`src/dw_pkg.sv`:
```
`default_nettype none

package dw_pkg;

  // Stream widths along the datapath.
  localparam int BUS_WIDTH = 128; // Input word from the source.
  localparam int MID_WIDTH = 64;  // Between stage 1 and stage 2.
  localparam int OUT_WIDTH = 32;  // Output slice to the sink.

  // Each stage holds the split ratio worth of words plus this slack,
  // so a source at the allowed rate never sees a full FIFO.
  localparam int CONVERT_MARGIN = 2;

  // Ceiling of log base 2.
  // clog2(1) = 0, clog2(2) = 1, clog2(4) = 2, clog2(5) = 3.
  function automatic int clog2(input int value);
    int result;
    int rest;
    result = 0;
    rest   = value - 1;
    while (rest > 0) begin
      result = result + 1;
      rest   = rest >> 1;
    end
    return result;
  endfunction

endpackage : dw_pkg

`default_nettype wire

```
`src/bit_width_reducer.sv`:
```
`timescale 1ns/1ps
`default_nettype none

module bit_width_reducer
  import dw_pkg::*;
#(
  parameter int DIN_WIDTH  = BUS_WIDTH,
  parameter int DOUT_WIDTH = MID_WIDTH
) (
  input  wire logic                  CLK,
  input  wire logic                  RESETN,
  input  wire logic [DIN_WIDTH-1:0]  DIN,
  input  wire logic                  DIN_VALID,
  output logic      [DOUT_WIDTH-1:0] DOUT,
  output logic                       CONVERT_READY,
  output logic                       CONVERT_VALID,
  output logic                       OVERFLOW
);

  // Number of narrow slices in one wide word.
  localparam int RATIO     = DIN_WIDTH / DOUT_WIDTH;
  localparam int CNT_WIDTH = (RATIO > 1) ? clog2(RATIO) : 1;
  localparam int DEPTH     = RATIO + CONVERT_MARGIN;

  localparam logic [CNT_WIDTH-1:0] LAST_SLICE = CNT_WIDTH'(RATIO - 1);

  logic [DIN_WIDTH-1:0] fifo_dout;
  logic                 fifo_not_empty;
  logic                 fifo_full;
  logic                 fifo_drop;
  logic                 fifo_re;
  logic [CNT_WIDTH-1:0] slice_cnt;
  logic                 last_slice;

  // Whole words are buffered; the splitter works on the head entry.
  sync_fifo #(
    .WIDTH (DIN_WIDTH),
    .DEPTH (DEPTH)
  ) u_fifo (
    .CLK       (CLK),
    .RESETN    (RESETN),
    .DIN       (DIN),
    .WE        (DIN_VALID),
    .RE        (fifo_re),
    .DOUT      (fifo_dout),
    .NOT_EMPTY (fifo_not_empty),
    .FULL      (fifo_full),
    .DROP      (fifo_drop)
  );

  assign last_slice = (slice_cnt == LAST_SLICE);

  // Pop the head on the cycle its last slice goes out.
  assign fifo_re = fifo_not_empty && last_slice;

  // A slice is presented whenever a word is waiting.
  assign CONVERT_VALID = fifo_not_empty;

  // Lowest slice first.
  assign DOUT = fifo_dout[slice_cnt * DOUT_WIDTH +: DOUT_WIDTH];

  // Walks across the head word, one slice per valid cycle.
  always_ff @(posedge CLK) begin
    if (!RESETN) begin
      slice_cnt <= '0;
    end else if (fifo_not_empty) begin
      if (last_slice) begin
        slice_cnt <= '0; // Next word starts at slice 0.
      end else begin
        slice_cnt <= slice_cnt + 1'b1;
      end
    end
  end

  // Ready lags the FIFO by a cycle, so it is only a hint to the
  // source, which must keep to one word per RATIO cycles.
  always_ff @(posedge CLK) begin
    if (!RESETN) begin
      CONVERT_READY <= 1'b0;
    end else begin
      CONVERT_READY <= !fifo_full;
    end
  end

  // Sticky until reset, so a single lost word is never missed.
  always_ff @(posedge CLK) begin
    if (!RESETN) begin
      OVERFLOW <= 1'b0;
    end else if (fifo_drop) begin
      OVERFLOW <= 1'b1;
    end
  end

endmodule : bit_width_reducer

`default_nettype wire

```
`src/sync_fifo.sv`:
```
`timescale 1ns/1ps
`default_nettype none

module sync_fifo
  import dw_pkg::*;
#(
  parameter int WIDTH = BUS_WIDTH,
  parameter int DEPTH = 4
) (
  input  wire logic             CLK,
  input  wire logic             RESETN,
  input  wire logic [WIDTH-1:0] DIN,
  input  wire logic             WE,
  input  wire logic             RE,
  output logic      [WIDTH-1:0] DOUT,
  output logic                  NOT_EMPTY,
  output logic                  FULL,
  output logic                  DROP
);

  localparam int PTR_WIDTH = (DEPTH > 1) ? clog2(DEPTH) : 1;
  localparam int CNT_WIDTH = clog2(DEPTH + 1);

  localparam logic [PTR_WIDTH-1:0] LAST_PTR  = PTR_WIDTH'(DEPTH - 1);
  localparam logic [CNT_WIDTH-1:0] FULL_CNT  = CNT_WIDTH'(DEPTH);

  logic [WIDTH-1:0]     mem [DEPTH];
  logic [PTR_WIDTH-1:0] wr_ptr;
  logic [PTR_WIDTH-1:0] rd_ptr;
  logic [CNT_WIDTH-1:0] count;
  logic [CNT_WIDTH-1:0] count_next;
  logic                 do_read;
  logic                 do_write;

  // A read only happens when there is something to read.
  assign do_read  = RE && NOT_EMPTY;
  // A full FIFO still takes a word if the head leaves on the same edge.
  assign do_write = WE && (!FULL || do_read);
  assign DROP     = WE && FULL && !do_read; // Word is lost this cycle.

  assign DOUT = mem[rd_ptr]; // Head entry, no read latency.

  always_comb begin
    case ({do_write, do_read})
      2'b10:   count_next = count + 1'b1;
      2'b01:   count_next = count - 1'b1;
      default: count_next = count; // Idle, or read and write together.
    endcase
  end

  // Storage array, written at the tail.
  always_ff @(posedge CLK) begin
    if (do_write) begin
      mem[wr_ptr] <= DIN;
    end
  end

  always_ff @(posedge CLK) begin
    if (!RESETN) begin
      wr_ptr <= '0;
    end else if (do_write) begin
      // Explicit wrap keeps non power of two depths correct.
      wr_ptr <= (wr_ptr == LAST_PTR) ? '0 : wr_ptr + 1'b1;
    end
  end

  always_ff @(posedge CLK) begin
    if (!RESETN) begin
      rd_ptr <= '0;
    end else if (do_read) begin
      rd_ptr <= (rd_ptr == LAST_PTR) ? '0 : rd_ptr + 1'b1;
    end
  end

  // Flags are registered from the next occupancy, so they
  // are exact on the cycle after each edge.
  always_ff @(posedge CLK) begin
    if (!RESETN) begin
      count     <= '0;
      NOT_EMPTY <= 1'b0;
      FULL      <= 1'b0;
    end else begin
      count     <= count_next;
      NOT_EMPTY <= (count_next != '0);
      FULL      <= (count_next == FULL_CNT);
    end
  end

endmodule : sync_fifo

`default_nettype wire

```
`src/width_reduce_top.sv`:
```
`timescale 1ns/1ps
`default_nettype none

module width_reduce_top
  import dw_pkg::*;
(
  input  wire logic                 CLK,
  input  wire logic                 RESETN,
  input  wire logic [BUS_WIDTH-1:0] DIN,
  input  wire logic                 DIN_VALID,
  output logic      [OUT_WIDTH-1:0] DOUT,
  output logic                      DOUT_VALID,
  output logic                      DIN_READY,
  output logic                      OVERFLOW
);

  logic [MID_WIDTH-1:0] mid_data;     // Stage 1 slice into stage 2.
  logic                 mid_valid;
  logic                 stage1_overflow;
  logic                 stage2_overflow;

  // 128 to 64 bits.
  bit_width_reducer #(
    .DIN_WIDTH  (BUS_WIDTH),
    .DOUT_WIDTH (MID_WIDTH)
  ) u_stage1 (
    .CLK           (CLK),
    .RESETN        (RESETN),
    .DIN           (DIN),
    .DIN_VALID     (DIN_VALID),
    .DOUT          (mid_data),
    .CONVERT_READY (DIN_READY),
    .CONVERT_VALID (mid_valid),
    .OVERFLOW      (stage1_overflow)
  );

  // 64 to 32 bits. Stage 1 has no stall input, so the
  // ready of this stage has nowhere to go.
  bit_width_reducer #(
    .DIN_WIDTH  (MID_WIDTH),
    .DOUT_WIDTH (OUT_WIDTH)
  ) u_stage2 (
    .CLK           (CLK),
    .RESETN        (RESETN),
    .DIN           (mid_data),
    .DIN_VALID     (mid_valid),
    .DOUT          (DOUT),
    .CONVERT_READY (),
    .CONVERT_VALID (DOUT_VALID),
    .OVERFLOW      (stage2_overflow)
  );

  assign OVERFLOW = stage1_overflow || stage2_overflow; // Either stage lost data.

endmodule : width_reduce_top

`default_nettype wire
```
`config.mk`:
```
export PLATFORM = sky130hd
export DESIGN_NAME = width_reduce_top
export DESIGN_NICKNAME = d
export VERILOG_FILES = /design/src/dw_pkg.sv /design/src/bit_width_reducer.sv /design/src/sync_fifo.sv /design/src/width_reduce_top.sv
export SDC_FILE = /design/constraint.sdc
export NUM_CORES = 1
export LEC_CHECK = 0
export BUFFER_PORTS_ARGS = -buffer_cell sky130_fd_sc_hd__buf_2
export CORE_ASPECT_RATIO = 0.9
export CORE_MARGIN = 8
export CORE_UTILIZATION = 56
export DETAILED_ROUTE_END_ITERATION = 10
export PLACE_DENSITY = 0.74
export SLEW_MARGIN = 20
export SYNTH_ARGS = -nofsm -noshare
export SYNTH_HDL_FRONTEND = slang
export SYNTH_SLANG_ARGS = --single-unit
```
`constraint.sdc`:
```
create_clock -name CLK -period 5.7 [get_ports CLK]
set_input_delay 0.285 -clock CLK [delete_from_list [all_inputs] [get_ports CLK]]
set_output_delay 0.285 -clock CLK [all_outputs]
set_load 0.01 [all_outputs]
```
==> impl_metrics.py <==
metrics = {
    "setup_path": {
        "crit_type": "flop to output port",
        "arrival_ns": 2.74,
        "cp-end-kind": "output port",
        "path_max_fanout": 20,
        "r2r-start": "u_stage2.last_slice",
        "required_ns": 5.41,
        "crit_path_start_kind": "flop",
        "r2r_setup_slack_ns": 3.00,
    },
    "min_path": {
        "hp-start": "DIN_VALID",
        "min_path_type": "input pin to flop",
    },
    "synthesis": {
        "postSynthAreaPerCell_um2": 24.23,
        "netlist.top_cell.by_area": "edfxtp_1",
        "synth_edf_count": 768,
        "yosys.area.top_type_share_pct": 76.75,
        "syn_area_mm2": 0.03005,
        "synth-seq-area-share_pct": 78.55,
        "syn_nets": 1385,
        "ys_warn_count": 0,
        "ys.flop_type": "edfxtp_1",
        "synthArstFlopShare_pct": 0,
        "ys_ff_latch": 795,
        "synth_cells": 1240,
        "yosys.cell_types.count": 32,
        "synth_area_leaders": "edfxtp_1 77%, mux4_2 14%, mux2_2 3.6%",
    },
    "sta": {
        "finalSetupViolations": 0,
        "fmax_mhz": 330.5,
        "setup-tns-final_ns": 0,
        "slew_headroom_pct": 27.02,
        "fin_ws_ns": 2.674,
        "finClkSkew_ns": 0.01715,
        "hold-worst-slack_ns": 0.03092,
        "worstMarginPinSlew_ns": 1.095,
        "maxSlewViolCount": 0,
        "min_period_ns": 3.026,
        "hold_violations": 0,
        "period_share_pct": 53.09,
        "rsz0062_at_grt": "no",
    },
    "route": {
        "routed_wl_mm": 57.27,
        "wire_per_inst_um": 24.62,
        "detail_route.first_pass.iterations": 5,
        "ant_nets": 0,
        "drc_errors": 0,
        "vias": 13580,
        "avgViaCountPerCell": 5.838,
        "drt_iter0_drc": 980,
    },
    "place": {
        "dp_hpwl_mm": 31.62,
        "portBuffers": 165,
        "place_area_mm2": 0.03161,
        "finalWeightedCongestion": 0.7073,
        "post-place-ws_ns": 2.732,
        "numPlacedInstances": 2054,
    },
    "cts": {
        "clk_pin_slew_ns": 0.06,
        "cts-htree-levels": 3,
        "numClockSinks": 795,
        "tritoncts": "done",
        "cts_hold_buf": 128,
        "cts-root-buf": "clkbuf_16",
        "post_cts_resized": 0,
        "numCtsBuffers": 77,
        "clock_latency_ns": 0.61,
        "clk_path_buf_depth": 3,
        "cts_setup_buffers": 0,
    },
    "floorplan": {
        "die_area_mm2": 0.06134,
        "die_h_um": 235.8,
        "die_w_um": 260.2,
        "core_area_mm2": 0.05305,
        "rows": 80,
        "pin_count": 166,
        "start_util_pct": 56.64,
    },
    "pwr": {
        "power_leakage_nw": 11.40,
        "power_density_mw_per_mm2": 436.1,
        "irDropWorstVdd_mv": 0.3262,
    },
    "status": {
        "run_status": "completed",
    },
    "global_route": {
        "grt_pass1_wl_mm": 87.81,
        "grt_usage_pct": 18.85,
        "grt_max_degree": 129,
        "first_global_vias": 14420,
        "antenna_found_initial": 11,
        "overflow": 0,
    },
    "final_layout": {
        "stdcell_count": 2326,
        "design_area_mm2": 0.03535,
        "layout_commonest_cell": "edfxtp_1",
        "drive_gt1_share_pct": 35.92,
        "final_cell_mix": "768 x edfxtp_1, 192 x mux4_2, 165 x buf_2, 128 x dlygate4sd3_1, 96 x mux2_2",
        "nets": 1710,
        "syn2layout_area_growth_pct": 17.66,
    },
    "flow_run": {
        "cap_violations": 0,
    },
}
[cell usage after synthesis, types with 3 or more instances]
master / number
buf_4: 9
nand3_1: 4
and3_1: 8
edfxtp_1: 768
a21oi_1: 5
buf_2: 6
xnor2_1: 4
ha_1: 12
nand2_1: 14
nor3b_1: 3
mux2_2: 96
nor2_1: 15
mux4_2: 192
clkbuf_1: 16
inv_1: 6
buf_1: 14
mux2i_1: 8
buf_6: 12
dfxtp_1: 27
[worst max-delay path: stages, from the launching register on]
cell     delay [ns]
dfxtp_4        0.64
buf_4          0.41
mux4_2         0.57
mux2_2         0.33
buf_2          0.16
[through the flow]
stage / power [mW] / util, %
after floorplan: 9.638 / -
after global routing: 16.02 / 66.64
after CTS: 15.60 / 66.58
final: 15.42 / 66.64
after global placement: 10.53 / 59.58
after detailed placement: 10.63 / 59.58
[area by class of cell]
class,instances,area [um2]
well taps,697,872.1
repair buffers,304,2285
clock inverters,40,334.1
diodes,3,7.507
clock buffers,100,2098
fillers,3362,17700
inverters,7,26.28
multi-input cells,380,6108
flip-flops and latches,795,23620
[cells by family after synthesis]
group | count (synthesis) | share of synthesized area (%)
DFF | 795 | 78.55
muxes | 296 | 18.26
buffers and inverters | 65 | 1.253
and+or+nand+nor | 51 | 0.8328
adders and majority gates | 14 | 0.6329
AOI/OAI and AO/OA | 13 | 0.2998
xor gates and xnor gates | 6 | 0.1749
[sequential cells by signal (all words and copies together) (netlist names), 2 cells and up, named ones only]
register,count
u_stage2.u_fifo.count,3
u_stage1.u_fifo.mem,512
u_stage2.u_fifo.wr_ptr,2
u_stage1.u_fifo.count,3
u_stage1.u_fifo.wr_ptr,2
u_stage1.u_fifo.rd_ptr,2
u_stage2.u_fifo.rd_ptr,2
u_stage2.u_fifo.mem,256
[path summary, 6_finish.rpt]
check                                    to  depth (start not counted)
setup / recovery                   DOUT[23]                          4
hold / removal            u_stage1.OVERFLOW                          3
setup reg to reg  u_stage2.u_fifo.NOT_EMPTY                          7
hold reg to reg      u_stage1.CONVERT_READY                          1
[power breakdown]
part           internal, mW  total [mW]  switching (mW)
registers              7.40        7.69           0.283
clock network          2.86        4.89            2.03
logic                  1.32        2.84            1.52
[layer usage]
metal	vias to the layer above	wire, um	GRT usage [%]
met2	377	28360	29.95
met1	7163	24290	26.74
met5	-	70	0
met4	12	1071	4.481
li1	5932	-	-
met3	95	3474	4.179
Note: power is estimated with default switching activity, not from simulation.
